<file path="src/hw/cpu_pkg.sv">
//==============================
// cpu package: widths, opcodes,
// ALU and forwarding codes
//==============================
`default_nettype none

package cpu_pkg;

    typedef logic [31:0] word_t;
    typedef logic [31:0] pc_t;
    typedef logic [4:0]  reg_addr_t;
    typedef logic [5:0]  opcode_t;
    typedef logic [5:0]  funct_t;
    typedef logic [1:0]  alu_op_t;
    typedef logic [1:0]  fwd_sel_t;

    localparam opcode_t op_rtype = 6'b000000;
    localparam opcode_t op_addi  = 6'b001000;
    localparam opcode_t op_beq   = 6'b000100;
    localparam opcode_t op_j     = 6'b000010;
    localparam opcode_t op_lw    = 6'b100011;
    localparam opcode_t op_sw    = 6'b101011;

    localparam funct_t fn_add = 6'b100000;
    localparam funct_t fn_slt = 6'b101010;

    localparam alu_op_t alu_add = 2'b00;
    localparam alu_op_t alu_sub = 2'b01;
    localparam alu_op_t alu_slt = 2'b10;

    // operand source in EX
    localparam fwd_sel_t fwd_none = 2'b00;
    localparam fwd_sel_t fwd_wb   = 2'b01;
    localparam fwd_sel_t fwd_mem  = 2'b10;

endpackage

`default_nettype wire

</file>
<file path="src/hw/cpu_hazard_unit.sv">
//==============================
// hazard unit: load-use stall
// and EX operand forwarding
//==============================
`timescale 1ns/1ps
`default_nettype none

module cpu_hazard_unit (
    input  cpu_pkg::reg_addr_t rs_id,
    input  cpu_pkg::reg_addr_t rt_id,
    input  cpu_pkg::reg_addr_t rs_ex,
    input  cpu_pkg::reg_addr_t rt_ex,
    input  cpu_pkg::reg_addr_t rt_ex_load,
    input  cpu_pkg::reg_addr_t rd_mem,
    input  cpu_pkg::reg_addr_t rd_wb,
    input  logic               uses_rs,
    input  logic               uses_rt,
    input  logic               mem_read_ex,
    input  logic               reg_write_mem,
    input  logic               reg_write_wb,
    output logic               stall,
    output cpu_pkg::fwd_sel_t  fwd_a,
    output cpu_pkg::fwd_sel_t  fwd_b
);

    // newest producer wins
    function automatic cpu_pkg::fwd_sel_t pick_source(input cpu_pkg::reg_addr_t src);
        if (reg_write_mem && rd_mem != '0 && rd_mem == src)
            return cpu_pkg::fwd_mem;
        if (reg_write_wb && rd_wb != '0 && rd_wb == src)
            return cpu_pkg::fwd_wb;
        return cpu_pkg::fwd_none;
    endfunction

    always_comb
    begin
        fwd_a = pick_source(rs_ex);
        fwd_b = pick_source(rt_ex);
    end

    // only real source reads count, so j never stalls
    assign stall = mem_read_ex && (rt_ex_load != '0)
                   && ((uses_rs && rs_id == rt_ex_load) || (uses_rt && rt_id == rt_ex_load));

    a_fwd_mem_needs_write: assert final (reg_write_mem
        || (fwd_a != cpu_pkg::fwd_mem && fwd_b != cpu_pkg::fwd_mem))
        else $error("forwarding from MEM without a register write");

endmodule

`default_nettype wire

</file>
<file path="config.mk">
export PLATFORM = sky130hd
export DESIGN_NAME = cpu_hazard_unit
export DESIGN_NICKNAME = d
export VERILOG_FILES = /design/src/hw/cpu_pkg.sv /design/src/hw/cpu_hazard_unit.sv
export SDC_FILE = /design/constraint.sdc
export NUM_CORES = 1
export LEC_CHECK = 0
export BUFFER_PORTS_ARGS = -buffer_cell sky130_fd_sc_hd__buf_2
export CAP_MARGIN = 20
export CORE_AREA = 2 2 39 41
export DETAILED_ROUTE_END_ITERATION = 10
export DIE_AREA = 0 0 41 43
export PLACE_DENSITY = 0.72
export SYNTH_ARGS = -nofsm -noshare
export SYNTH_HDL_FRONTEND = slang
export SYNTH_SLANG_ARGS = --single-unit
</file>
<file path="constraint.sdc">
create_clock -name vclk -period 1.98
set_input_delay 0.396 -clock vclk [all_inputs]
set_output_delay 0.396 -clock vclk [all_outputs]
set_load 0.02 [all_outputs]
</file>
==> impl_metrics.yaml <==
global_route:
  gr-usage-met2_pct: 33.1
  grt_util_all_layers_pct: 14.4
  grt.met1_usage_pct: 11.4
  antenna_found_initial: 0
  busiest_layer: "met2"
  gr-total-overflow: 0
  grt_pass1_wl_mm: 1.85
  grt_pass1_vias: 525
  grt_max_degree: 4
  grt.met3_usage_pct: 1.05
final_layout:
  fill_cells: 108
  nNetsFinal: 147
  regArea_sq_um: 0
  multi_input_area_sq_um: 488
  layout.cells.non_filler: 121
  final_layout_size_suffix_gt1_share_pct: 65.7
  syn2layout_area_growth_pct: 119
  diodes: 0
  clock_buffers: 0
  seq_cells: 0
logic_synthesis:
  synth_common_cells: "xor2_1, xnor2_1, or4_1"
  yosysTopAreaCell: "xor2_1"
  synthCells: 49
  synth_area_per_cell_sq_um: 8.04
  ys_seq_area_share_pct: 0
  synth.most_common_cell: "xor2_1"
  synth_top_cells_by_area: "xor2_1, xnor2_1, or4_1"
  synth_fp_nets: 89
  synth.cell_area_sq_um: 394
  yosysTopAreaCellShare_pct: 48.9
  yosys_warnings: 0
  synth_cell_types: 10
worst_setup_path:
  crit_required_ns: 1.58
  cp-end-kind: "output port"
  arrival_ns: 1.66
  worst-path-max-fanout: 3
  critical_path_class: "primary input to output port"
  start_kind: "primary input"
timing:
  max_freq_mhz: 487
  tightestPinTransition_ns: 0.340
  drv_slew: 0
  fin_ws_ns: -0.0737
  rsz0062_at_grt: "true"
  setup_viol: 2
  hold_viol_final: 0
  finalCritPeriodShare_pct: 104
  whs_ns: 1.14
  slew_headroom_pct: 77.2
  layout_min_cycle_time_ns: 2.05
placed_design:
  dp_hpwl_mm: 1.18
  place_congestion: 0.653
  port_buffers: 45
  dp_cells: 121
route:
  wl_mm: 1.53
  drt_iter0_markers: 1
  drc: 0
  routed_via_density: 4.93
  vias: 597
  drt.antenna.violating_nets: 0
  wl_per_cell_um: 12.7
  dr.pass1.iters: 2
die:
  core_sq_mm: 0.00138
  dieArea_sq_mm: 0.00176
  rows: 14
  ioPinCount: 45
  die_y_um: 43
  die_x_um: 41
  start_util_pct: 28.5
flow_run:
  drv_cap: 0
run_status:
  violations: "negative setup slack"
  status: "finished with violations"
cts:
  cts_hold_buffers: 0
  cts_setup_buffers: 0
power:
  power_leakage_uw: 0.000404
  ir_drop_uv: 84.6
  power_uw: 177
  powerDensity_mw_per_mm2: 205
hold_path:
  hp-class: "primary input to output port"
## worst paths after layout
kind | start | endpoint | slack, ns | cells past startpoint
min | uses_rs | stall | 1.14 | 4
max | rd_wb[3] | fwd_a[0] | -0.07 | 5
## layer usage
layer,up-vias,part of all wire [%]
met2,41,53
met4,0,0
met5,-,0
met3,0,10
li1,293,-
met1,263,37
## layout by cell type (no fill, tap or decap), types with 2 or more instances in the layout
cell type / Yosys / final
buf_2: 0 / 35
buf_4: 0 / 15
buf_6: 0 / 6
nand3_1: 4 / 3
nor4_1: 4 / 2
nor4_4: 0 / 4
or4_4: 0 / 4
xnor2_1: 8 / 6
xnor2_2: 0 / 2
xor2_1: 22 / 22
## repair_timing
action | CTS | global route
setup endpoints to repair | 3 | 4
pin swaps | 3 | 5
resized for setup | 9 | 13
## where the power goes
group | switching [uW] | internal, uW
clock | 0 | 0
combinational | 81.5 | 95.1
sequential | 0 | 0
total | 81.5 | 95.1
## through the flow
step	worst slack, ns	setup TNS [ns]	instance area, sq um	util (%)
floorplan	0.0666	0	424	-
global placement	-0.135	-0.272	752	54.3
detailed placement	-0.156	-0.325	752	54.3
CTS	-0.0754	-0.150	792	57.2
global route	-0.126	-0.245	863	62.4
finish	-0.0737	-0.147	863	62.4
## worst max-delay path, stage by stage
cell    delay, ns
buf_6        0.10
xor2_1       0.15
or4_4        0.55
nor4_4       0.28
buf_4        0.18
## kinds of logic (layout without fill, tap and decap cells)
logic type / count (synthesis) / in the layout / share of synthesized area, %
and+or+nand+nor: 15 / 15 / 27.3
xor gates and xnor gates: 30 / 30 / 66.7
AOI/OAI and AO/OA: 4 / 4 / 6.03
buffers and inverters: 0 / 56 / 0
## layout make-up
cell class	instances	area share [%]
multi-input combinational	49	56.5
tap	16	2.32
timing repair buffer	56	41.2
Note: power is estimated with default switching activity, not from simulation.
