==> src/hw/cpu_pkg.sv <==
//==============================
// cpu package: widths, opcodes,
// ALU and forwarding codes
//==============================
`default_nettype none

package cpu_pkg;

    typedef logic [31:0] word_t;
    typedef logic [31:0] pc_t;
    typedef logic [4:0]  reg_addr_t;
    typedef logic [5:0]  opcode_t;
    typedef logic [5:0]  funct_t;
    typedef logic [1:0]  alu_op_t;
    typedef logic [1:0]  fwd_sel_t;

    localparam opcode_t op_rtype = 6'b000000;
    localparam opcode_t op_addi  = 6'b001000;
    localparam opcode_t op_beq   = 6'b000100;
    localparam opcode_t op_j     = 6'b000010;
    localparam opcode_t op_lw    = 6'b100011;
    localparam opcode_t op_sw    = 6'b101011;

    localparam funct_t fn_add = 6'b100000;
    localparam funct_t fn_slt = 6'b101010;

    localparam alu_op_t alu_add = 2'b00;
    localparam alu_op_t alu_sub = 2'b01;
    localparam alu_op_t alu_slt = 2'b10;

    // operand source in EX
    localparam fwd_sel_t fwd_none = 2'b00;
    localparam fwd_sel_t fwd_wb   = 2'b01;
    localparam fwd_sel_t fwd_mem  = 2'b10;

endpackage

`default_nettype wire

==> src/hw/cpu_regfile.sv <==
//==============================
// register file: 32 x 32 with
// r0 at zero and write-through
//==============================
`timescale 1ns/1ps
`default_nettype none

module cpu_regfile (
    input  logic               clk,
    input  logic               rst_n,
    input  cpu_pkg::reg_addr_t rs_addr,
    input  cpu_pkg::reg_addr_t rt_addr,
    input  cpu_pkg::reg_addr_t wr_addr,
    input  logic               wr_en,
    input  cpu_pkg::word_t     wr_data,
    output cpu_pkg::word_t     rs_data,
    output cpu_pkg::word_t     rt_data
);

    cpu_pkg::word_t regs [32];
    logic           wr_live;

    // r0 is never written, so it stays at its reset value
    assign wr_live = wr_en && (wr_addr != '0);

    always_ff @(posedge clk or negedge rst_n)
    begin
        if (!rst_n)
        begin
            for (int i = 0; i < 32; i++)
                regs[i] <= '0;
        end
        else if (wr_live)
        begin
            regs[wr_addr] <= wr_data;
        end
    end

    // same-cycle write is visible to ID
    assign rs_data = (wr_live && wr_addr == rs_addr) ? wr_data : regs[rs_addr];
    assign rt_data = (wr_live && wr_addr == rt_addr) ? wr_data : regs[rt_addr];

    a_r0_zero: assert property (@(posedge clk) disable iff (!rst_n)
        (rs_addr != '0 || rs_data == '0) && (rt_addr != '0 || rt_data == '0))
        else $error("r0 read back nonzero");

endmodule

`default_nettype wire

==> config.mk <==
export PLATFORM = sky130hd
export DESIGN_NAME = cpu_regfile
export DESIGN_NICKNAME = d
export VERILOG_FILES = /design/src/hw/cpu_pkg.sv /design/src/hw/cpu_regfile.sv
export SDC_FILE = /design/constraint.sdc
export NUM_CORES = 2
export LEC_CHECK = 0
export ABC_CLOCK_PERIOD_IN_PS = 4350
export BUFFER_PORTS_ARGS = -buffer_cell sky130_fd_sc_hd__buf_2
export CAP_MARGIN = 30
export CORE_MARGIN = 5
export CORE_UTILIZATION = 65
export DETAILED_ROUTE_END_ITERATION = 8
export GPL_ROUTABILITY_DRIVEN = 0
export HOLD_SLACK_MARGIN = 0.15
export PLACE_DENSITY = 0.82
export SYNTH_ARGS = -nofsm -noshare
export SYNTH_HDL_FRONTEND = slang
export SYNTH_SLANG_ARGS = --single-unit
==> constraint.sdc <==
create_clock -name clk -period 4.35 [get_ports clk]
set_input_delay 0.2175 -clock clk [delete_from_list [all_inputs] [get_ports clk]]
set_output_delay 0.2175 -clock clk [all_outputs]
set_load 0.01 [all_outputs]
==> out/metrics.cfg <==
[run_status]
status=complete, no violations

[drt]
drt_iter0_markers=4173
routed_via_density=7.69
num_vias=35100
drt_first_pass_iters=8
totalWireLength_um=159000
drc=0
wire_per_inst_um=34.8
ant_nets=0

[yosys]
ys_top_cells_by_area=dfrtp_1 (48%), mux4_2 (22%), mux2_2 (13%)
synth-seq-area-share_pct=47.9
ys.flop_type=dfrtp_1
synth_nets=3533
yosysTopAreaCell=dfrtp_1
synth_top_family_by_area=multiplexers
yosysMostFrequentCell=dfrtp_1
synth-edff-count=0
yosysUniqueCellTypes=41
async_flop_share_pct=100
synth_seq_cells=1024
muxShareOfSynthArea_pct=42.6
syn-cell-area_um2=53400
synth_top_area_share_pct=47.9
synth_cells=3483
synthAdderAreaFrac_pct=0
syn_avg_cell_area_um2=15.3
yosys_warnings=0
netlist_top_cells_count=dfrtp_1 (1024), mux2_2 (630), mux4_2 (511)
synthSimpleGateAreaFrac_pct=2.07
synth-xor-area-share_pct=0.164
synth_compound_area_share_pct=3.64

[setup_path]
required_ns=4.13
path_class=in -> out
cpLargestDelayFamily=simple AND/OR/NAND/NOR gates
r2r-start=regs[868]
cp.arrival_ns=3.05
r2r_setup_slack_ns=3.49
cp_num_buf_inv=2
cpMostUsedCell=buf_2
r2r_cells=1
crit_fanout=18
crit_path_max_incr_delay_ns=0.84
r2r-end=regs[868]
end_kind=output pin
cp-start-kind=input port
crit_cells=6
critPathLaunch=rt_addr[2]
cpMaxStageDelayCell=or3b_2
crit_chain=buf_2 -> or3b_2 -> o22ai_1 -> or4_1 -> o21ai_1 -> buf_2

[grt]
use_met3_pct=10.7
grt_pass1_vias=37400
grt_pass1_wl_um=241000
grtUsageTotal_pct=36.2
grt-busiest-layer=met2
use_met2_pct=55.1
gr-total-overflow=0
grt_max_degree=133
grt_antenna_before_repair=13
met1_usage_pct=48.1

[sta]
max-slew-margin-rel_pct=28.5
final-max-slew-violation-count=0
hold_ws_ns=0.185
tightest_slew_ns=1.07
fmaxAchievable_mhz=306
fin_crit_ns=3.26
setup_viol=0
hold_viol=0
tns_ns=0
finalClockSkew_ns=0
period_share_pct=75.0
rsz0062_at_grt=false

[clock_network]
cts_root_buf=clkbuf_16
clock_path_buffers=3
clock_sinks=1024
cts_tree=yes
cts_htree_levels=3
clock_latency_ns=0.67
numCtsBuffers=104
path_clk_slew_ns=0.06
cts-resized-gates=0

[placement]
dp.cells=4373
portBuffers=113
place_hpwl_um=93400

[floorplanning]
start_util_pct=65.3
dieArea_um2=88100
die_h_um=297
rows=105
core_um2=81800
die_x_um=297
io_pins=114

[finish]
layout.cells.non_filler=4566
top_regs=regs (1024)
area_growth_pct=9.80
drive_above_1_share_pct=45.7
fill_cells=4853
largest_reg_flops=1024
top_register=regs
nNetsFinal=3460
fin_util_pct=71.7

[min_path]
min_path_cells=2
hold_end=regs[423]
min_from=wr_data[7]
hold_path_class=in -> reg

[power_and_ir_drop]
p_per_area_nw_per_um2=471
vdd_drop_max_mv=0.397
p_leak_nw=25.5
p_total_mw=27.6

[flow_run]
max_cap_viol_count=0

==> through the flow <==
stage	area, µm²	worst slack [ns]
after CTS	58700	1.29
after detailed placement	55000	1.34
after floorplan	53400	2.29
final	58700	1.09
after global placement	54900	1.40
after global routing	58700	1.17
==> worst max path at each step <==
| stage | end | slack (ns) |
|---|---|---|
| global placement | rs_data[28] | 1.40 |
| detailed placement | rt_data[31] | 1.34 |
| CTS | rt_data[31] | 1.29 |
| finish | rt_data[31] | 1.09 |
| global route | rt_data[31] | 1.17 |
| floorplan | rs_data[30] | 2.29 |
==> repair_timing <==
action                                  in CTS  in global routing
endpoints found under the hold margin       84                  0
endpoints found under the setup margin       0                  0
hold buffers                                 1                  0
buffers inserted                             0                  0
==> per-layer routing <==
| layer | up-vias | wire (µm) |
|---|---|---|
| met3 | 595 | 18900 |
| met2 | 2407 | 73400 |
| met1 | 18600 | 56500 |
| met4 | 14 | 9870 |
| met5 | - | 92 |
| li1 | 13500 | - |
==> cell type report <==
| class | count | area, µm² | area share [%] |
|---|---|---|---|
| Inverter | 3 | 11.3 | 0.0192 |
| Clock inverter | 36 | 563 | 0.960 |
| Multi-Input combinational cell | 2044 | 26100 | 44.5 |
| Timing Repair Buffer | 233 | 1900 | 3.24 |
| Clock buffer | 148 | 3120 | 5.32 |
| Antenna cell | 8 | 20.0 | 0.0341 |
| Tap cell | 1070 | 1340 | 2.28 |
| Sequential cell | 1024 | 25600 | 43.7 |
==> kinds of logic (layout without fill, tap and decap cells) <==
kind of cell | count (synthesis) | in the layout
mux | 1510 | 1510
flops | 1024 | 1024
buf+inv | 415 | 420
compound gates | 320 | 320
simple gates | 204 | 204
xor+xnor | 10 | 10
other cells | 0 | 8
==> power breakdown <==
group          switching (mW)  leakage (nW)  internal [mW]
Combinational            2.11          10.5           3.16
Clock                    3.87          1.81           5.79
Sequential               1.38          13.1           11.3
Total                    7.36          25.5           20.3
==> placed cells by master, fill, tap and decap left out, types with 2 or more instances in the layout <==
cell type / n
dfrtp_1: 1024
mux2_2: 630
mux4_2: 511
mux2_1: 363
o22ai_1: 248
buf_2: 108
clkbuf_16: 107
buf_4: 89
nand2_1: 64
or4_1: 62
o21ai_1: 62
clkbuf_8: 29
buf_12: 29
nand2_2: 19
nor2_4: 16
bufinv_16: 14
clkinv_2: 12
clkbuf_1: 12
diode_2: 8
nand3b_1: 7
mux2i_1: 6
nor2_1: 6
xnor2_1: 6
nand3_1: 5
nand3_2: 5
buf_8: 5
xor2_1: 4
nor3b_1: 4
clkinvlp_4: 4
nor2b_1: 3
or3_2: 3
inv_6: 3
clkinv_4: 3
and2_1: 2
a221oi_1: 2
inv_2: 2
a211oi_1: 2
(Power assumes the default switching activity.)
