===== config.mk =====
export PLATFORM = sky130hd
export DESIGN_NAME = cpu_execute
export DESIGN_NICKNAME = d
export VERILOG_FILES = /design/src/hw/cpu_pkg.sv /design/src/hw/cpu_execute.sv
export SDC_FILE = /design/constraint.sdc
export NUM_CORES = 1
export LEC_CHECK = 0
export ABC_CLOCK_PERIOD_IN_PS = 9900
export BUFFER_PORTS_ARGS = -buffer_cell sky130_fd_sc_hd__buf_2
export CAP_MARGIN = 10
export CORE_ASPECT_RATIO = 0.75
export CORE_MARGIN = 4
export CORE_UTILIZATION = 40
export DETAILED_ROUTE_END_ITERATION = 16
export PLACE_DENSITY = 0.79
export SLEW_MARGIN = 25
export SYNTH_ARGS = -nofsm -noshare
export SYNTH_HDL_FRONTEND = slang
export SYNTH_SLANG_ARGS = --single-unit

===== constraint.sdc =====
create_clock -name vclk -period 9.9
set_input_delay 1.98 -clock vclk [all_inputs]
set_output_delay 1.98 -clock vclk [all_outputs]
set_load 0.05 [all_outputs]

===== src/hw/cpu_pkg.sv =====
//==============================
// cpu package: widths, opcodes,
// ALU and forwarding codes
//==============================
`default_nettype none

package cpu_pkg;

    typedef logic [31:0] word_t;
    typedef logic [31:0] pc_t;
    typedef logic [4:0]  reg_addr_t;
    typedef logic [5:0]  opcode_t;
    typedef logic [5:0]  funct_t;
    typedef logic [1:0]  alu_op_t;
    typedef logic [1:0]  fwd_sel_t;

    localparam opcode_t op_rtype = 6'b000000;
    localparam opcode_t op_addi  = 6'b001000;
    localparam opcode_t op_beq   = 6'b000100;
    localparam opcode_t op_j     = 6'b000010;
    localparam opcode_t op_lw    = 6'b100011;
    localparam opcode_t op_sw    = 6'b101011;

    localparam funct_t fn_add = 6'b100000;
    localparam funct_t fn_slt = 6'b101010;

    localparam alu_op_t alu_add = 2'b00;
    localparam alu_op_t alu_sub = 2'b01;
    localparam alu_op_t alu_slt = 2'b10;

    // operand source in EX
    localparam fwd_sel_t fwd_none = 2'b00;
    localparam fwd_sel_t fwd_wb   = 2'b01;
    localparam fwd_sel_t fwd_mem  = 2'b10;

endpackage

`default_nettype wire


===== src/hw/cpu_execute.sv =====
//==============================
// execute: forwarding muxes, ALU
// and branch resolution
//==============================
`timescale 1ns/1ps
`default_nettype none

module cpu_execute (
    input  cpu_pkg::alu_op_t  alu_op,
    input  logic              alu_src,
    input  logic              branch,
    input  logic              predicted,
    input  cpu_pkg::word_t    rs_val,
    input  cpu_pkg::word_t    rt_val,
    input  cpu_pkg::word_t    imm,
    input  cpu_pkg::word_t    mem_result,
    input  cpu_pkg::word_t    wb_result,
    input  cpu_pkg::fwd_sel_t fwd_a,
    input  cpu_pkg::fwd_sel_t fwd_b,
    input  cpu_pkg::pc_t      pc_plus_1,
    input  cpu_pkg::pc_t      branch_target,
    output cpu_pkg::word_t    alu_result,
    output cpu_pkg::word_t    store_data,
    output logic              mispredict,
    output cpu_pkg::pc_t      recover_pc
);

    cpu_pkg::word_t op_a;
    cpu_pkg::word_t op_b_reg;
    cpu_pkg::word_t op_b;
    logic           taken;

    function automatic cpu_pkg::word_t fwd_mux(input cpu_pkg::fwd_sel_t sel,
                                               input cpu_pkg::word_t reg_val);
        case (sel)
            cpu_pkg::fwd_mem: return mem_result;
            cpu_pkg::fwd_wb:  return wb_result;
            default:          return reg_val;
        endcase
    endfunction

    always_comb
    begin
        op_a     = fwd_mux(fwd_a, rs_val);
        op_b_reg = fwd_mux(fwd_b, rt_val);
        op_b     = alu_src ? imm : op_b_reg;
        case (alu_op)
            cpu_pkg::alu_add: alu_result = op_a + op_b;
            cpu_pkg::alu_sub: alu_result = op_a - op_b;
            cpu_pkg::alu_slt: alu_result = {31'b0, $signed(op_a) < $signed(op_b)};
            default:          alu_result = '0;
        endcase
    end

    // sw stores the forwarded rt, not the immediate path
    assign store_data = op_b_reg;

    // beq is taken on equal operands
    assign taken      = branch && (alu_result == '0);
    assign mispredict = (taken != predicted);
    assign recover_pc = (mispredict && taken) ? branch_target : pc_plus_1;

    a_mispredict_is_branch: assert final (branch || !mispredict)
        else $error("mispredict raised for a non-branch");

endmodule

`default_nettype wire


==> results_dict.tcl <==
set metrics [dict create \
    hpwl_microns 24000 \
    wirelength_microns 28200 \
    ir_drop_v 0.0000582 \
    p_leak_nw 4.05 \
    max_slew_margin 0.394 \
    final-hold-violation-count 0 \
    die_h_microns 113 \
    grtUsageTotal 0.307 \
    top_level_ports 330 \
    fin_ws_ns 0.269 \
    path_cells "buf_2 > inv_1 > ha_2 > buf_4 > buf_4 > nand2_1 > o21ai_0 > ha_2 > nor4_2 > nand2_1 > nor3_1 > o31ai_1 > a21oi_1 > o21a_1 > o221ai_1 > nor4_1 > and4bb_1 > nand3_1 > nor4_2 > ha_1 > buf_12 > mux2_2 > buf_2" \
    worst_hold_slack_ns 4.40 \
    syn_avg_cell_area_sq_um 6.09 \
    placed_cells 1458 \
    nClkBuffers 0 \
    ctsHoldBuffers 0 \
    n_sequential_cell 0 \
    power_density_mw_per_mm2 113 \
    timing.final.crit_share 0.973 \
    final-seq-area_sq_um 0 \
    min_path_type "in -> out" \
    final_common_cell "buf_2" \
    stdcell_count 1462 \
    grt_pass1_vias 7791 \
    die-width_microns 149 \
    end_kind "output pin" \
    die_area_sq_mm 0.0169 \
    critical-path-max-stage-delay_ns 0.50 \
    coreArea_sq_mm 0.0145 \
    final_cell_mix "buf_2, nor2_1, inv_1" \
    fill_cells 1507 \
    netlist_instances 973 \
    required_ns 7.92 \
    antenna_found_initial 4 \
    path_class "in -> out" \
    initial_core_util 0.409 \
    slowest_stage "ha_2" \
    netlist_area_sq_mm 0.00593 \
    tightest_slew_ns 0.909 \
    status "finished clean" \
    num_vias 8658 \
    route.detailed.drc 0 \
    post_drt_wl_per_cell_microns 19.3 \
    period_needed_ns 9.63 \
    finalPower_mw 0.885 \
    drt_pass1_iterations 6 \
    seq_area_frac_synth 0 \
    post_dp_cell_area_sq_mm 0.00775 \
    drtAntennaViolNets 0 \
    areaGrowthSynthToFinish_pct 31.8 \
    fin_area_sq_mm 0.00781 \
    drive_above_1_share 0.327 \
    grt_remaining_overflow 0 \
    gp_congestion 1.01 \
    cp.arrival_ns 7.65 \
    slew_violations 0 \
    synth_nets 1277 \
    num_rows 38 \
    cap_violations 0 \
    dpl_worst_slack_ns 0.220 \
    dr.first_iter.drc_count 1284 \
    nets 1564 \
    startpoint_type "primary input" \
    vias_per_cell 5.92 \
    grt_pass1_wl_microns 42400 \
    yosysUniqueCellTypes 68 \
    fmax_mhz 104 \
    crit_fanout 32 \
    yosys_warnings 0 \
    grt_max_degree 47 \
    setup_viol 0 \
    multiInputGateArea_sq_mm 0.00532 \
    portBuffers 330 \
]
per-layer routing:
layer,vias up,global-route usage,part of all wire
met1,3869,0.477,0.44
met3,39,0.0794,0.14
met5,-,0,0
met4,0,0.0314,0.013
li1,4063,-,-
met2,687,0.433,0.41
synth_stat cells, types with 3 or more instances:
cell,n,share of area
mux2_2,38,0.072
inv_1,102,0.065
nand2_1,95,0.060
o21bai_1,8,0.010
nand2b_1,5,0.0053
and3_1,3,0.0032
buf_1,9,0.0057
a211o_1,6,0.0089
and2_1,5,0.0053
o21ai_0,97,0.082
a21o_1,13,0.016
a311oi_1,4,0.0059
buf_2,15,0.013
a221oi_1,3,0.0044
clkbuf_1,42,0.027
ha_1,69,0.15
o21a_1,13,0.016
a22oi_1,68,0.086
a31oi_1,8,0.0084
nor4_1,8,0.0084
a211oi_1,9,0.011
o31ai_1,12,0.015
a21oi_1,95,0.080
or3_1,6,0.0063
mux2i_1,4,0.0068
o2111ai_1,4,0.0059
nand3b_1,3,0.0038
nor3_1,18,0.015
o211ai_1,7,0.0089
nand3_1,14,0.012
nand4_1,8,0.0084
nor2_1,111,0.070
nor2b_1,11,0.012
xnor2_1,17,0.025
path summary, 6_finish.rpt:
path  startpoint              to  slack [ns]  cells after the start
max     fwd_a[0]  recover_pc[21]        0.27                     23
min   rt_val[25]  store_data[25]        4.40                      4
worst max-delay path: cells and delay by family:
| family | cells | cell delay (ns) |
|---|---|---|
| AO/OA/AOI/OAI | 5 | 1.12 |
| multiplexers | 1 | 0.36 |
| adder cells (fa/ha/maj) | 3 | 1.21 |
| AND/OR/NAND/NOR | 8 | 1.80 |
| buffers and inverters | 6 | 1.14 |
through the flow:
step / util / TNS (ns)
after floorplan: - / 0
after global placement: 0.534 / 0
after detailed placement: 0.534 / 0
after CTS: 0.534 / 0
after global routing: 0.539 / -0.00174
final: 0.539 / 0
area by class of cell:
class                           instances  share of cell area
Antenna cell                            4             0.00128
Inverter                              102              0.0490
Multi-Input combinational cell        803               0.680
Tap cell                              200              0.0320
Timing Repair Buffer                  353               0.237
kinds of logic (layout without fill, tap and decap cells):
family,after synthesis,after routing,share of synthesized area
compound gates,373,373,0.401
xor+xnor,19,19,0.0281
fa+ha+maj,71,71,0.152
buf+inv,170,455,0.112
mux,42,42,0.0789
other cells,0,4,0
simple gates,298,298,0.228
power breakdown:
| part | internal, mW | switching, mW |
|---|---|---|
| clock | 0.0000000541 | 0 |
| combinational | 0.278 | 0.607 |
| sequential | 0 | 0 |
| total | 0.278 | 0.607 |
repair_timing:
action | in CTS | in global routing
buffers inserted | 0 | 0
gates resized for setup | 0 | 11
setup endpoints to repair | 0 | 32
(Power assumes the default switching activity.)
