===== config.mk =====
export PLATFORM = sky130hd
export DESIGN_NAME = cpu_btb
export DESIGN_NICKNAME = d
export VERILOG_FILES = /design/src/hw/cpu_pkg.sv /design/src/hw/cpu_btb.sv
export SDC_FILE = /design/constraint.sdc
export NUM_CORES = 1
export LEC_CHECK = 0
export BUFFER_PORTS_ARGS = -buffer_cell sky130_fd_sc_hd__buf_2
export CAP_MARGIN = 5
export CELL_PAD_IN_SITES_DETAIL_PLACEMENT = 1
export CELL_PAD_IN_SITES_GLOBAL_PLACEMENT = 2
export CORE_AREA = 3 3 176 178
export CTS_BUF_LIST = sky130_fd_sc_hd__clkbuf_4 sky130_fd_sc_hd__clkbuf_8
export DETAILED_ROUTE_END_ITERATION = 10
export DIE_AREA = 0 0 179 181
export HOLD_SLACK_MARGIN = 0.15
export PLACE_DENSITY = 0.91
export RECOVER_POWER = 100
export SLEW_MARGIN = 20
export SYNTH_ARGS = -nofsm -noshare
export SYNTH_HDL_FRONTEND = slang
export SYNTH_SLANG_ARGS = --single-unit

===== constraint.sdc =====
create_clock -name clk -period 10.7 [get_ports clk]
set_input_delay 1.07 -clock clk [delete_from_list [all_inputs] [get_ports clk]]
set_output_delay 1.07 -clock clk [all_outputs]
set_load 0.1 [all_outputs]

===== src/hw/cpu_pkg.sv =====
//==============================
// cpu package: widths, opcodes,
// ALU and forwarding codes
//==============================
`default_nettype none

package cpu_pkg;

    typedef logic [31:0] word_t;
    typedef logic [31:0] pc_t;
    typedef logic [4:0]  reg_addr_t;
    typedef logic [5:0]  opcode_t;
    typedef logic [5:0]  funct_t;
    typedef logic [1:0]  alu_op_t;
    typedef logic [1:0]  fwd_sel_t;

    localparam opcode_t op_rtype = 6'b000000;
    localparam opcode_t op_addi  = 6'b001000;
    localparam opcode_t op_beq   = 6'b000100;
    localparam opcode_t op_j     = 6'b000010;
    localparam opcode_t op_lw    = 6'b100011;
    localparam opcode_t op_sw    = 6'b101011;

    localparam funct_t fn_add = 6'b100000;
    localparam funct_t fn_slt = 6'b101010;

    localparam alu_op_t alu_add = 2'b00;
    localparam alu_op_t alu_sub = 2'b01;
    localparam alu_op_t alu_slt = 2'b10;

    // operand source in EX
    localparam fwd_sel_t fwd_none = 2'b00;
    localparam fwd_sel_t fwd_wb   = 2'b01;
    localparam fwd_sel_t fwd_mem  = 2'b10;

endpackage

`default_nettype wire


===== src/hw/cpu_btb.sv =====
//==============================
// branch target buffer, fully
// associative, hit means taken
//==============================
`timescale 1ns/1ps
`default_nettype none

module cpu_btb #(
    parameter int btb_entries = 4
) (
    input  logic         clk,
    input  logic         rst_n,
    input  cpu_pkg::pc_t fetch_pc,
    input  logic         alloc,
    input  logic         invalidate,
    input  cpu_pkg::pc_t branch_pc,
    input  cpu_pkg::pc_t branch_target,
    output logic         hit,
    output cpu_pkg::pc_t hit_target
);

    cpu_pkg::pc_t           tags    [btb_entries];
    cpu_pkg::pc_t           targets [btb_entries];
    logic [btb_entries-1:0] valid;
    logic [btb_entries-1:0] tag_match;
    logic [btb_entries-1:0] lookup_hit;
    logic                   have_free;
    logic                   do_alloc;
    int                     alloc_idx;

    always_comb
    begin
        have_free = 1'b0;
        alloc_idx = 0;
        for (int i = 0; i < btb_entries; i++)
        begin
            tag_match[i]  = valid[i] && (tags[i] == branch_pc);
            lookup_hit[i] = valid[i] && (tags[i] == fetch_pc);
            // last free slot seen is the highest one
            if (!valid[i])
            begin
                have_free = 1'b1;
                alloc_idx = i;
            end
        end
    end

    // no allocation when full or already present
    assign do_alloc = alloc && have_free && !(|tag_match);

    always_ff @(posedge clk or negedge rst_n)
    begin
        if (!rst_n)
            valid <= '0;
        else if (do_alloc)
            valid[alloc_idx] <= 1'b1;
        else if (invalidate)
            valid <= valid & ~tag_match;
    end

    always_ff @(posedge clk)
    begin
        if (do_alloc)
        begin
            tags[alloc_idx]    <= branch_pc;
            targets[alloc_idx] <= branch_target;
        end
    end

    always_comb
    begin
        hit_target = '0;
        for (int i = 0; i < btb_entries; i++)
        begin
            if (lookup_hit[i])
                hit_target = targets[i];
        end
    end

    assign hit = |lookup_hit;

    for (genvar i = 0; i < btb_entries; i++)
    begin : g_tag_i
        for (genvar j = i + 1; j < btb_entries; j++)
        begin : g_tag_j
            a_unique_tag: assert property (@(posedge clk) disable iff (!rst_n)
                !(valid[i] && valid[j] && tags[i] == tags[j]))
                else $error("btb entries %0d and %0d share a tag", i, j);
        end
    end

endmodule

`default_nettype wire


==> metrics.sh <==
RUN_STATUS='finished with violations'
VIOLATIONS_IN_THE_FINAL_REPORTS='max-capacitance violations, max-slew violations'
GR-TOTAL-OVERFLOW=0
SLOWEST_STAGE='sky130_fd_sc_hd__and2_0'
CRIT_PATH_END_KIND='primary output'
SETUP_TOTAL_NEGATIVE_SLACK_PS=0
IRDROPWORSTVDD_V=0.0000687
POST_ROUTE_FRACTION_OF_THE_PERIOD_CONSUMED_BY_THE_CRITICAL_PATH=0.665
GRT.TOTAL_USAGE=0.222
CELL_TYPE_WITH_THE_HIGHEST_AGGREGATE_AREA_IN_THE_NETLIST='sky130_fd_sc_hd__edfxtp_1'
DRV.MAX_CAP_VIOLATION_COUNT=10
POST-LAYOUT-TOTAL-POWER_mW=2.15
DRT_PRE_ANTENNA_ITERS=5
CRITPATHMAXFANOUT=33
DP_WORST_SETUP_SLACK_PS=4960
ROUTE.FINAL.WIRE_LENGTH_UM=36200
LAYOUT.NETS=1155
WORSTSETUPSTARTPOINT='fetch_pc[3]'
ASYNCSETRESETFLOPFRACSYNTH=0.0154
PLACEDCELLCOUNT=1399
CTS_RESIZED=0
ARRIVAL_PS=6040
WORST_R2R_STARTPOINT='tags[3][24]'
REGISTER_BIT_COUNT_REPORTED_BY_YOSYS=260
POST-ROUTE-WORST-SETUP-SLACK_PS=3590
LAST_WEIGHTED_CONGESTION_VALUE_OF_THE_ROUTABILITY_DRIVEN_PLACER=0.937
STD_CELL_ROWS=63
SYNTH.MOST_COMMON_CELL='sky130_fd_sc_hd__edfxtp_1'
FLOORPLAN.INITIALDENSITY=0.430
DIE_HEIGHT_UM=181
SYNTHFLOPTYPE='sky130_fd_sc_hd__edfxtp_1'
FINAL.MIN_CLOCK_PERIOD_PS=7110
TIGHTESTPINTRANSITION_PS=3560
TIMING.CRITICAL_PATH.CELLS='buf_2 -> xnor2_1 -> nand4_1 -> nor4_2 -> nand3_1 -> and2_0 -> a221oi_1 -> clkbuf_1'
POSTSYNTHAREAPERCELL_SQ_UM=13.5
FIN_CLK_SKEW_PS=26.3
START_KIND='input port'
ANTENNA_FOUND_INITIAL=2
FIRST_GLOBAL_VIAS=8562
FINAL-SETUP-VIOL-COUNT=0
CLOCK_SINKS=260
CLK_TRANSITION_REPORTED_PATHS_PS=60
NUMBER_OF_LEVELS_IN_THE_CLOCK_H_TREE=2
TIMING.SLEW.HEADROOM=-1.37
SEQ_AREA_FRAC_SYNTH=0.612
MAXSLEWVIOLCOUNT=332
YOSYS-TOP-CELLS-AREA='sky130_fd_sc_hd__edfxtp_1 (60%), sky130_fd_sc_hd__xnor2_1 (14%), sky130_fd_sc_hd__a221oi_2 (3.7%), sky130_fd_sc_hd__xor2_1 (3.2%), sky130_fd_sc_hd__nor2_1 (2.8%)'
CRITICALPATHCATEGORY='in2out'
WORSTPATHBUFFERINVERTERCOUNT=2
SYNTH_AREA_SQ_UM=12700
POSTLAYOUTCOREUTIL=0.478
PLACEMENT.IO_BUFFERS=132
CLOCK_TREE_BUF_DEPTH=3
TIMING.HOLD.WORST.CLASS='in2async'
SYNTH_NETS=1042
CP_DATA_REQUIRED_TIME_PS=9630
FLOW.AREA_GROWTH_FROM_SYNTHESIS_PCT=11.2
POST-CTS-SETUP-BUFFER-COUNT=0
CRITPATHTOPFAMILY='simple AND/OR/NAND/NOR gates'
NETLIST_INSTANCES=942
SETUP.REG_TO_REG.WORST_SLACK_PS=4440
HOLD_BUFS_INSERTED_AFTER_CTS=0
REPORT.FINAL.HOLD_VIOL_COUNT=0
CRIT_PATH_MAX_INCR_DELAY_PS=1270
RSZ0062_AT_GRT='false'
POWER_DENSITY_nW_PER_UM2=152
SYNTHESIS.YOSYS.WARNINGS=0
DPL.HPWL_UM=25100
CTS_ROOT_BUF='sky130_fd_sc_hd__clkbuf_8'
SYNTH_ENABLE_FLOP_CELLS=256
DESIGN.DIE.AREA_SQ_UM=32400
GRT_FIRST_PASS_WIRELENGTH_UM=53600
DIE_W_UM=179
TRITONCTS_CLOCK_TREE='built'
SEQCELLAREA_SQ_UM=7790
DETAIL_ROUTE.WL_PER_CELL_UM=24.4
POST_ROUTE_CELLS_DRIVE_ABOVE_1_SHARE=0.137
WORST_R2R_PATH_DEPTH=7
HIGHEST_CLOCK_RATE_MHz=141
GRT_MAX_DEGREE=66
CRITICAL_PATH_END='hit_target[31]'
P_LEAK_nW=4.94
VIAS_PER_CELL=5.46
CORE_AREA_SQ_UM=29600
FIN_CELLS=1480
DEPTH_OF_THE_CRITICAL_TIMING_PATH_WITH_BUFFERS_AND_INVERTERS_INCLUDED=8
FINAL.FILL_COUNT=3098
IO_PINS=133
WORST_R2R_ENDPOINT='tags[0][15]'
CTS-BUFFERS-INSERTED=44
VIOLATION_COUNT_AFTER_THE_FIRST_DETAILED_ROUTE_ITERATION=731
NUM_VIAS=8078
SYNTH_TOP_CELL_AREA_SHARE=0.604
YOSYS-TOP-CELLS-COUNT='sky130_fd_sc_hd__edfxtp_1 (256), sky130_fd_sc_hd__xnor2_1 (203), sky130_fd_sc_hd__nor2_1 (96), sky130_fd_sc_hd__clkbuf_1 (53), sky130_fd_sc_hd__nand4_1 (51)'
ANT_NETS=0
MULTI_INPUT_AREA_SQ_UM=4220
CLKLATENCYLATEPIN_PS=550
RESIDUAL_DRC_COUNT=0
SYNTH_CELL_TYPE_COUNT=36
## power by group
group / internal [mW] / switching [mW]
clock: 0.465 / 0.392
combinational: 0.0509 / 0.101
sequential: 1.14 / 0.00780
## worst min path at each step
stage	from	to	slack, ps	cells after the start
after floorplan	valid[0]	valid[0]	490	1
after global placement	valid[0]	valid[0]	600	1
after detailed placement	valid[2]	valid[2]	610	2
after CTS	rst_n	valid[0]	310	1
after global routing	rst_n	valid[1]	360	1
final	rst_n	valid[2]	360	1
## state kept, by name, summed over array words and instances, names as in the netlist
signal	cells
targets	128
tags	128
valid	4
## layer usage
metal | GRT usage | part of all wire | vias to the layer above
li1 | - | - | 3634
met1 | 0.313 | 0.44 | 4092
met3 | 0.0418 | 0.064 | 58
met5 | 0 | 0.00036 | -
met2 | 0.349 | 0.47 | 292
met4 | 0.0664 | 0.029 | 2
## logic make-up (layout without fill, tap and decap cells)
group / Yosys count / count (layout) / synth area share
DFF: 260 / 260 / 0.612
xor gates and xnor gates: 251 / 251 / 0.173
and+or+nand+nor: 236 / 236 / 0.104
buffers and inverters: 118 / 265 / 0.0409
AOI/OAI and AO/OA: 46 / 46 / 0.0449
muxes: 31 / 31 / 0.0244
other: 0 / 1 / 0
## layout make-up
cell class                 count  share of cell area
sequential                   260               0.551
antenna                        1            0.000177
inverter                      40              0.0106
clock inverter                15             0.00478
tap                          390              0.0345
clock buffer                  65              0.0548
multi-input combinational    564               0.299
timing repair buffer         145              0.0458
## metrics by stage
stage	area, sq um	hold WS (ps)
global route	14100	359
global placement	13600	598
CTS	14500	312
floorplan	12700	490
finish	14100	361
detailed placement	13600	607
## layout by cell type (no fill, tap or decap), drive strengths merged
master / instances
edfxtp: 256
xnor2: 204
clkbuf: 139
nor2: 96
buf: 71
nand4: 52
xor2: 47
inv: 41
and4: 32
a221oi: 32
mux2i: 31
nor4: 24
clkinv: 14
nand3: 11
nor3: 8
and3: 5
o22ai: 4
nand2: 4
dfrtp: 4
o31ai: 3
o21ai: 2
and2: 2
diode: 1
a222oi: 1
o2bb2ai: 1
a21o: 1
nand4b: 1
a21oi: 1
nor2b: 1
a21boi: 1
Power figures use the tool's default switching activity.
