[config.mk]
export PLATFORM = sky130hd
export DESIGN_NAME = cpu_decoder
export DESIGN_NICKNAME = d
export VERILOG_FILES = /design/src/hw/cpu_pkg.sv /design/src/hw/cpu_decoder.sv
export SDC_FILE = /design/constraint.sdc
export NUM_CORES = 1
export LEC_CHECK = 0
export BUFFER_PORTS_ARGS = -buffer_cell sky130_fd_sc_hd__buf_2
export CORE_AREA = 2 2 39 41
export DETAILED_ROUTE_END_ITERATION = 8
export DIE_AREA = 0 0 41 43
export PLACE_DENSITY = 0.49
export SYNTH_ARGS = -nofsm -noshare
export SYNTH_HDL_FRONTEND = slang
export SYNTH_SLANG_ARGS = --single-unit
[constraint.sdc]
create_clock -name vclk -period 1.5
set_input_delay 0.375 -clock vclk [all_inputs]
set_output_delay 0.375 -clock vclk [all_outputs]
set_load 0.01 [all_outputs]
[src/hw/cpu_pkg.sv]
//==============================
// cpu package: widths, opcodes,
// ALU and forwarding codes
//==============================
`default_nettype none

package cpu_pkg;

    typedef logic [31:0] word_t;
    typedef logic [31:0] pc_t;
    typedef logic [4:0]  reg_addr_t;
    typedef logic [5:0]  opcode_t;
    typedef logic [5:0]  funct_t;
    typedef logic [1:0]  alu_op_t;
    typedef logic [1:0]  fwd_sel_t;

    localparam opcode_t op_rtype = 6'b000000;
    localparam opcode_t op_addi  = 6'b001000;
    localparam opcode_t op_beq   = 6'b000100;
    localparam opcode_t op_j     = 6'b000010;
    localparam opcode_t op_lw    = 6'b100011;
    localparam opcode_t op_sw    = 6'b101011;

    localparam funct_t fn_add = 6'b100000;
    localparam funct_t fn_slt = 6'b101010;

    localparam alu_op_t alu_add = 2'b00;
    localparam alu_op_t alu_sub = 2'b01;
    localparam alu_op_t alu_slt = 2'b10;

    // operand source in EX
    localparam fwd_sel_t fwd_none = 2'b00;
    localparam fwd_sel_t fwd_wb   = 2'b01;
    localparam fwd_sel_t fwd_mem  = 2'b10;

endpackage

`default_nettype wire

[src/hw/cpu_decoder.sv]
//==============================
// decoder: opcode and funct to
// pipeline control levels
//==============================
`timescale 1ns/1ps
`default_nettype none

module cpu_decoder (
    input  cpu_pkg::opcode_t opcode,
    input  cpu_pkg::funct_t  funct,
    output logic             reg_dst,
    output logic             jump,
    output logic             branch,
    output logic             mem_to_reg,
    output logic             mem_write,
    output logic             mem_read,
    output logic             alu_src,
    output logic             reg_write,
    output logic             uses_rs,
    output logic             uses_rt,
    output cpu_pkg::alu_op_t alu_op
);

    always_comb
    begin
        // unknown encodings fall out as a no-op
        reg_dst    = 1'b0;
        jump       = 1'b0;
        branch     = 1'b0;
        mem_to_reg = 1'b0;
        mem_write  = 1'b0;
        mem_read   = 1'b0;
        alu_src    = 1'b0;
        reg_write  = 1'b0;
        uses_rs    = 1'b0;
        uses_rt    = 1'b0;
        alu_op     = cpu_pkg::alu_add;
        case (opcode)
            cpu_pkg::op_rtype:
            begin
                if (funct == cpu_pkg::fn_add || funct == cpu_pkg::fn_slt)
                begin
                    reg_dst   = 1'b1;
                    reg_write = 1'b1;
                    uses_rs   = 1'b1;
                    uses_rt   = 1'b1;
                    alu_op    = (funct == cpu_pkg::fn_slt) ? cpu_pkg::alu_slt : cpu_pkg::alu_add;
                end
            end
            cpu_pkg::op_addi:
            begin
                alu_src   = 1'b1;
                reg_write = 1'b1;
                uses_rs   = 1'b1;
            end
            cpu_pkg::op_beq:
            begin
                branch  = 1'b1;
                alu_op  = cpu_pkg::alu_sub;
                uses_rs = 1'b1;
                uses_rt = 1'b1;
            end
            cpu_pkg::op_j:
            begin
                jump = 1'b1;
            end
            cpu_pkg::op_lw:
            begin
                mem_read   = 1'b1;
                mem_to_reg = 1'b1;
                alu_src    = 1'b1;
                reg_write  = 1'b1;
                uses_rs    = 1'b1;
            end
            cpu_pkg::op_sw:
            begin
                mem_write = 1'b1;
                alu_src   = 1'b1;
                uses_rs   = 1'b1;
                uses_rt   = 1'b1;
            end
            default:
            begin
            end
        endcase
    end

endmodule

`default_nettype wire

==> results of run 1 <==
layout make-up:
cell class	instances	area (um2)
timing repair buffer	39	312
multi-input combinational	27	239
fill	147	813
tap	16	20.0
layer usage:
metal | up-vias | part of all wire, % | track usage, %
met2 | 11 | 53 | 14.4
met5 | - | 0 | 0
li1 | 184 | - | -
met3 | 0 | 6.8 | 0
met1 | 166 | 40 | 13.3
met4 | 0 | 0 | 0
critical path: stages:
cell and delay, ps:
buf_8 100, nor4_4 310, buf_4 190, a21oi_2 60
o22ai_1 140, buf_2 150
final timing paths:
kind | startpoint | end | slack, ps | cells after the start
min | opcode[0] | jump | 1010 | 3
max | opcode[1] | uses_rs | -200 | 6
cell usage in the layout (no fill, tap or decap), drive strengths merged, types with 2 or more instances in the layout:
| cell | netlist | routed |
|---|---|---|
| buf | 1 | 39 |
| nor2 | 5 | 5 |
| and2 | 2 | 2 |
| o22ai | 2 | 2 |
| nor4 | 2 | 2 |
| nand2 | 2 | 2 |
| nor2b | 2 | 2 |
metrics by stage:
| step | worst slack [ps] | utilization [%] | hold WS [ps] | setup TNS, ps |
|---|---|---|---|---|
| after detailed placement | -274 | 30.8 | 1070 | -1800 |
| after CTS | -188 | 37.3 | 998 | -1210 |
| final | -196 | 41.2 | 1010 | -1380 |
| after global routing | -253 | 41.2 | 1020 | -2090 |
| after global placement | -274 | 30.8 | 1060 | -1730 |
| after floorplan | 10.3 | - | 786 | 0 |
power by group:
part | total (mW) | internal, mW | switching, mW
clock network | 0 | 0 | 0
logic | 0.111 | 0.0655 | 0.0450
registers | 0 | 0 | 0
cell families after synthesis:
group / after synthesis / synth area share [%]
and+or+nand+nor: 19 / 66.1
muxes: 1 / 4.94
AOI/OAI and AO/OA: 5 / 16.7
buffers and inverters: 1 / 3.71
xor gates and xnor gates: 2 / 8.64
what timing repair did:
action	CTS	global route
endpoints found under the hold margin	0	0
cloned	0	0
setup endpoints to repair	12	12
pin swaps	7	7
gates resized for setup	18	11
buffers inserted	3	2
==> run metrics, run 1 <==
register area share after synthesis 0%; Placed Cells 78; max-cap viol count 0; WL final 796 um; synth unique cells 20; post-route clock period utilization 113%; relative slew slack 72.6%; syn_nets 40; # DRC 0; VDD IR max between 0.09 and 0.1 mV; fin crit period 1700 ps; Via density 4.40; flip-flop and latch count 0; post-synth top area cell nor4_4; Startpoint Class input port; fin area 571 um2; Critical Path RT between 1000 and 1500 ps; Initial Utilization 14.6%; Post-DP HPWL ~630 um; DP Area 427 um2; Ys Warns 0; # rows 14; Crit Path Max Fanout 3; DRT iter0 DRCs 2; Vias ~360; FF+latch area 0 um2; RSZ-0062 raised after global routing yes; total gr overflow 0; most common library cells after synthesis nor2_1 (5), and2_1 (2), nand2_1 (2), nor2b_1 (2), o22ai_1 (2); routed len/inst 9.71 um; layout clock buffer count 0; CP Class input port to output pin; FMAX roughly 590 MHz; number of nets still failing antenna checks after routing 0; failing checks negative setup slack; die span in x between 40 and 50 um; vias in the first global route 299; largest net degree at the start of global routing 6; first-pass GRT wire length approximately 1.2 mm; Least-Margin Pin Slew 406 ps; Setup-failing EPs final 11; top-count cell post-synth nor2_1; PD cells 194 nW/um2; Synth area leaders nor4_4 (10%), nor2_1 (9.3%), and2_1 (6.2%); gr usage total 8.79%; Ports 24; TritonRoute pass-1 iters 2; antenna violations before repair 0; fin worst setup slack -196 ps; Layout Nets 80; post-synth top area share about a tenth; Cell Count, Final, Fillers Out 82; ant diodes 0; DIE AREA ~1800 um2; area of the core 1380 um2; Pleak ~0.28 nW; worst path arrival time 1320 ps; IO Port Bufs 24; Final Power 0.111 mW; routability cong. 0.729; status finished with violations; Hold Crit Class input port to output pin; Critical Path End Type output pin; Post-CTS Hold Buffers 0; fraction of layout cells with a size suffix above 1 77.3%; Die Y 43 um; Hold Vio Cnt, Final 0; Cell Area, Synth 203 um2; Mapped Cells 28; syn_area_per_cell 7.24 um2; Slew Limit Fails 0; layout overhead on the synthesized area 181%
Note: power is estimated with default switching activity, not from simulation.
==> run 2: changes to the inputs <==
==> constraint.sdc (replaced) <==
create_clock -name vclk -period 2.16
set_input_delay 0.54 -clock vclk [all_inputs]
set_output_delay 0.54 -clock vclk [all_outputs]
set_load 0.01 [all_outputs]
==> run metrics, run 2 (synthesized netlist as in run 1, its figures left out) <==
DP Area 335 um2 (-21%); # DRC 0 (unchanged); DRT iter0 DRCs 3 (+1); Final Power 0.0422 mW (-62%); layout clock buffer count 0 (unchanged); layout overhead on the synthesized area 69.1%; post-route clock period utilization 96.6%; Hold Vio Cnt, Final 0 (unchanged); ant diodes 0 (unchanged); Most common cell on crit path buf_2; WL final 625 um (-21%); PD cells 123 nW/um2 (-36%); worst path arrival time 1550 ps (+230 ps); FMAX 479 MHz; TritonRoute pass-1 iters 3 (+1); area of the core 1380 um2 (unchanged); fin crit period 2090 ps; final core utilization 24.8% (-16 points); Setup TNS 0 ps (+1380 ps); Post-DP HPWL 566 um (-10%); Worst path max stage delay 370 ps (+60 ps); total gr overflow 0 (unchanged); routed len/inst 9.19 um (-5.3%); Filler cells 175 (+19%); slowest stage cell on the critical path nor4_4; Least-Margin Pin Slew 319 ps (-87.2 ps); Crit Path Max Fanout 5 (+2); antenna violations before repair 0 (unchanged); Placed Cells 67 (-14%); VDD IR max 0.0563 mV (-43%); Critical Path RT 1620 ps (+500 ps); # rows 14 (unchanged); Via density 4.40 (-0.12%); die span in x 41 um (unchanged); flip-flop and latch count 0 (unchanged); FF+latch area 0 um2 (unchanged); CP Class input port to output pin; CP cell instances buf_2 > nor4_4 > nand4_2 > o22ai_1 > buf_2; fin area 343 um2 (-40%); fin worst setup slack 74.4 ps (+270 ps); vias in the first global route 243 (-19%); hold slack final 1400 ps (+393 ps); Ports 24 (unchanged); number of nets still failing antenna checks after routing 0 (unchanged); IO Port Bufs 24 (unchanged); status complete, no violations; max-cap viol count 0 (unchanged); Critical Path End Type output pin; Cell Count, Final, Fillers Out 68 (-17%); Multi-input gate area 195 um2 (-18%); Slew Limit Fails 0 (unchanged); first-pass GRT wire length 883 um (-26%); most frequent cells in the layout buf_2 (24), nor2_1 (5); Vias 299 (-17%); DIE AREA 1760 um2 (unchanged); minimum setup slack after placement 42.1 ps (+316 ps); Hold Crit Class input port to output pin; routability cong. 0.668 (-8.4%); commonest non-fill, non-tap cell in the layout buf_2; largest net degree at the start of global routing 8 (+2); fraction of layout cells with a size suffix above 1 53.8% (-23 points); Pleak 0.181 nW (-36%); Startpoint Class input port; Layout Nets 66 (-18%); Initial Utilization 14.6% (unchanged); Setup-failing EPs final 0 (-11); Die Y 43 um (unchanged); relative slew slack 78.6% (+6.0 points); gr usage total 6.49% (-2.3 points)
==> run 2: cell types whose count changed in the layout (fill, tap and decap cells not counted), moves of 2 or more <==
cell,change
and2_1,+2
and2_4,-2
buf_2,+9
buf_4,-11
buf_6,-9
buf_8,-3
==> run 2: layout make-up <==
type / instances / area share [%]
well taps: 16 / 5.84
repair buffers: 25 / 37.2
multi-input cells: 27 / 56.9
==> run 2: final timing paths <==
check | slack [ps] | from | cells past startpoint | to
worst max-delay path | 70 | opcode[4] | 5 | reg_write
worst min-delay path | 1400 | opcode[4] | 3 | jump
==> run 2: report_power, final <==
group          internal (mW)  switching [mW]  total, mW
clock                      0               0          0
combinational         0.0192          0.0230     0.0422
sequential                 0               0          0
==> run 2: timing repair <==
action	4_1_cts	5_1_grt
setup buffers	0	1
gates resized for setup	0	0
hold buffers	0	0
hold endpoints to repair	0	0
endpoints found under the setup margin	0	1
==> run 2: metal layers <==
layer  global-route usage (%)  share of wire [%]
met1                     9.49                 42
met2                     10.9                 47
met3                        0                 11
met4                        0                  0
met5                        0                  0
==> run 2: critical path, delay by kind of cell <==
family	cells	cell delay [ps]
AO/OA/AOI/OAI	1	180
buffers and inverters	2	280
AND/OR/NAND/NOR	2	540
==> run 3: changes to the inputs <==
--- a/config.mk
+++ b/config.mk
@@ -5,11 +5,12 @@
 export SDC_FILE = /design/constraint.sdc
 export NUM_CORES = 1
 export LEC_CHECK = 0
+export ABC_AREA = 1
 export BUFFER_PORTS_ARGS = -buffer_cell sky130_fd_sc_hd__buf_2
 export CORE_AREA = 2 2 39 41
 export DETAILED_ROUTE_END_ITERATION = 8
 export DIE_AREA = 0 0 41 43
-export PLACE_DENSITY = 0.49
+export PLACE_DENSITY = 0.54
 export SYNTH_ARGS = -nofsm -noshare
 export SYNTH_HDL_FRONTEND = slang
 export SYNTH_SLANG_ARGS = --single-unit
==> run metrics, run 3 <==
routed len/inst 7.40 um (-20%); FMAX 543 MHz (+13%); Worst Hold Depth 3 (unchanged); fraction of layout cells with a size suffix above 1 41.3% (-13 points); Post-CTS Hold Buffers 0 (unchanged); layout clock buffer count 0 (unchanged); Critical Path RT 1620 ps (about the same); post-synthesis mux area share 0% (-4.9 points); Vias 381 (+27%); Final Power 0.0455 mW (+7.8%); cts repair resizes 0 (unchanged); die span in x 41 um (unchanged); adder-cell share of the synthesized area 0% (unchanged); area of the core 1380 um2 (unchanged); total gr overflow 0 (unchanged); post-synth top area share 22.4% (+12 points); most common library cells after synthesis inv_1 (16), nand2_1 (14), nor2_1 (9); Ys Warns 0 (unchanged); Synth Area in XOR/XNOR 0% (-8.6 points); max-cap viol count 0 (unchanged); Initial Utilization 19.3% (+4.7 points); Setup TNS 0 ps (unchanged); final core utilization 28.9% (+4.2 points); Least-Margin Pin Slew 206 ps (-113 ps); Crit path depth 7 (+2); largest net degree at the start of global routing 5 (-3); commonest non-fill, non-tap cell in the layout buf_2; fin crit period 1840 ps (-243 ps); relative slew slack 86.2% (+7.6 points); register area share after synthesis 0% (unchanged); # rows 14 (unchanged); Slew Limit Fails 0 (unchanged); Via density 3.97 (-9.7%); Die Y 43 um (unchanged); Filler cells 176 (+0.57%); post-synth top area cell inv_1; WL final 710 um (+14%); Critical Path End Type output pin; synth unique cells 12 (-40%); Setup Fix Bufs, Post-CTS 0 (unchanged); Pleak 0.321 nW (+77%); DIE AREA 1760 um2 (unchanged); Hold Crit Class input port to output pin; TritonRoute pass-1 iters 4 (+1); Crit Path Max Fanout 3 (-2); syn_nets 69 (+73%); Cell Count, Final, Fillers Out 96 (+41%); # DRC 0 (unchanged); worst path arrival time 1300 ps (-250 ps); flip-flop and latch count 0 (unchanged); Layout Nets 94 (+42%); largest family of logic cells by synthesized area simple AND/OR/NAND/NOR gates; IO Port Bufs 24 (unchanged); top-count cell post-synth inv_1; FF+latch area 0 um2 (unchanged); crit path buf inv count 2 (unchanged); first-pass GRT wire length 1.01 mm (+14%); antenna violations before repair 0 (unchanged); Mapped Cells 57 (+100%); Hold Vio Cnt, Final 0 (unchanged); Cell Area, Synth 268 um2 (+32%); family with the most delay on the worst path simple AND/OR/NAND/NOR gates; status complete, no violations; Ports 24 (unchanged); post-route clock period utilization 85.3% (-11 points); hold slack final 1360 ps (-42.5 ps); Placed Cells 96 (+43%); most frequent cells in the layout buf_2 (24), inv_1 (16), nand2_1 (14), nor2_1 (9), nand3_1 (7); CP cell instances buf_2 > nor2_2 > nand3_1 > nand2_1 > nor2_1 > nand2_1 > buf_2; slowest stage cell on the critical path nor2_2; ant diodes 0 (unchanged); compound-gate portion of the synthesized area 0% (-17 points); gr usage total 7.50% (+1.0 points); Worst path max stage delay 160 ps (-210 ps); number of nets still failing antenna checks after routing 0 (unchanged); CP Class input port to output pin; vias in the first global route 271 (+12%); routability cong. 0.768 (+15%); DRT iter0 DRCs 6 (+3); PD cells 114 nW/um2 (-7.7%); simple-gate area share of the yosys netlist 73.4% (+7.3 points); syn_area_per_cell 4.70 um2 (-35%); Setup-failing EPs final 0 (unchanged); Startpoint Class input port; Post-DP HPWL 655 um (+16%); RSZ-0062 raised after global routing no; Synth area leaders inv_1 (22%), nand2_1 (20%), nand3_1 (13%); layout overhead on the synthesized area 49.5%; VDD IR max 0.0395 mV (-30%)
-- run 3: cell types whose count changed after synthesis, sizes merged, moves of 2 or more --
cell   delta
and2      -2
o22ai     -2
nor2      +9
inv      +17
nor2b     -2
nand3     +8
nand2    +13
-- run 3: per-stage QoR --
stage          cell area [um2]  setup slack, ps
2_1_floorplan              268              512
3_3_place_gp               400              312
3_5_place_dp               400              320
4_1_cts                    400              318
5_1_grt                    400              204
6_report                   400              317
-- run 3: metal layers --
layer  part of all wire, %  wire length [um]  GRT usage (%)  vias up
met5                     0                 0              0        -
met4                     0                 0              0        0
met3                    11                75              0        0
met2                    44               309           13.1       17
met1                    46               326           10.5      152
li1                      -                 -              -      212
-- run 3: cell families (layout without fill, tap and decap cells) --
kind of cell           after synthesis  count (layout)
AND/OR/NAND/NOR                     39              39
buffers and inverters               18              41
-- run 3: layout make-up --
class	instances	area, um2	area share, %
inverters	17	63.8	15.9
repair buffers	24	120	30.0
well taps	16	20.0	5.00
multi-input cells	39	196	49.1
-- run 3: report_power, final --
group | total (mW) | internal [mW] | switching (mW)
registers | 0 | 0 | 0
logic | 0.0455 | 0.0179 | 0.0276
clock network | 0 | 0 | 0
-- run 3: worst paths after layout --
| path | start | to | slack (ps) |
|---|---|---|---|
| worst max-delay path | opcode[1] | uses_rs | 320 |
| worst min-delay path | opcode[5] | jump | 1360 |
-- run 3: worst min-delay path, delay by kind of cell --
kind,cells,cell delay [ps]
AND/OR/NAND/NOR,1,50
buffers and inverters,2,220
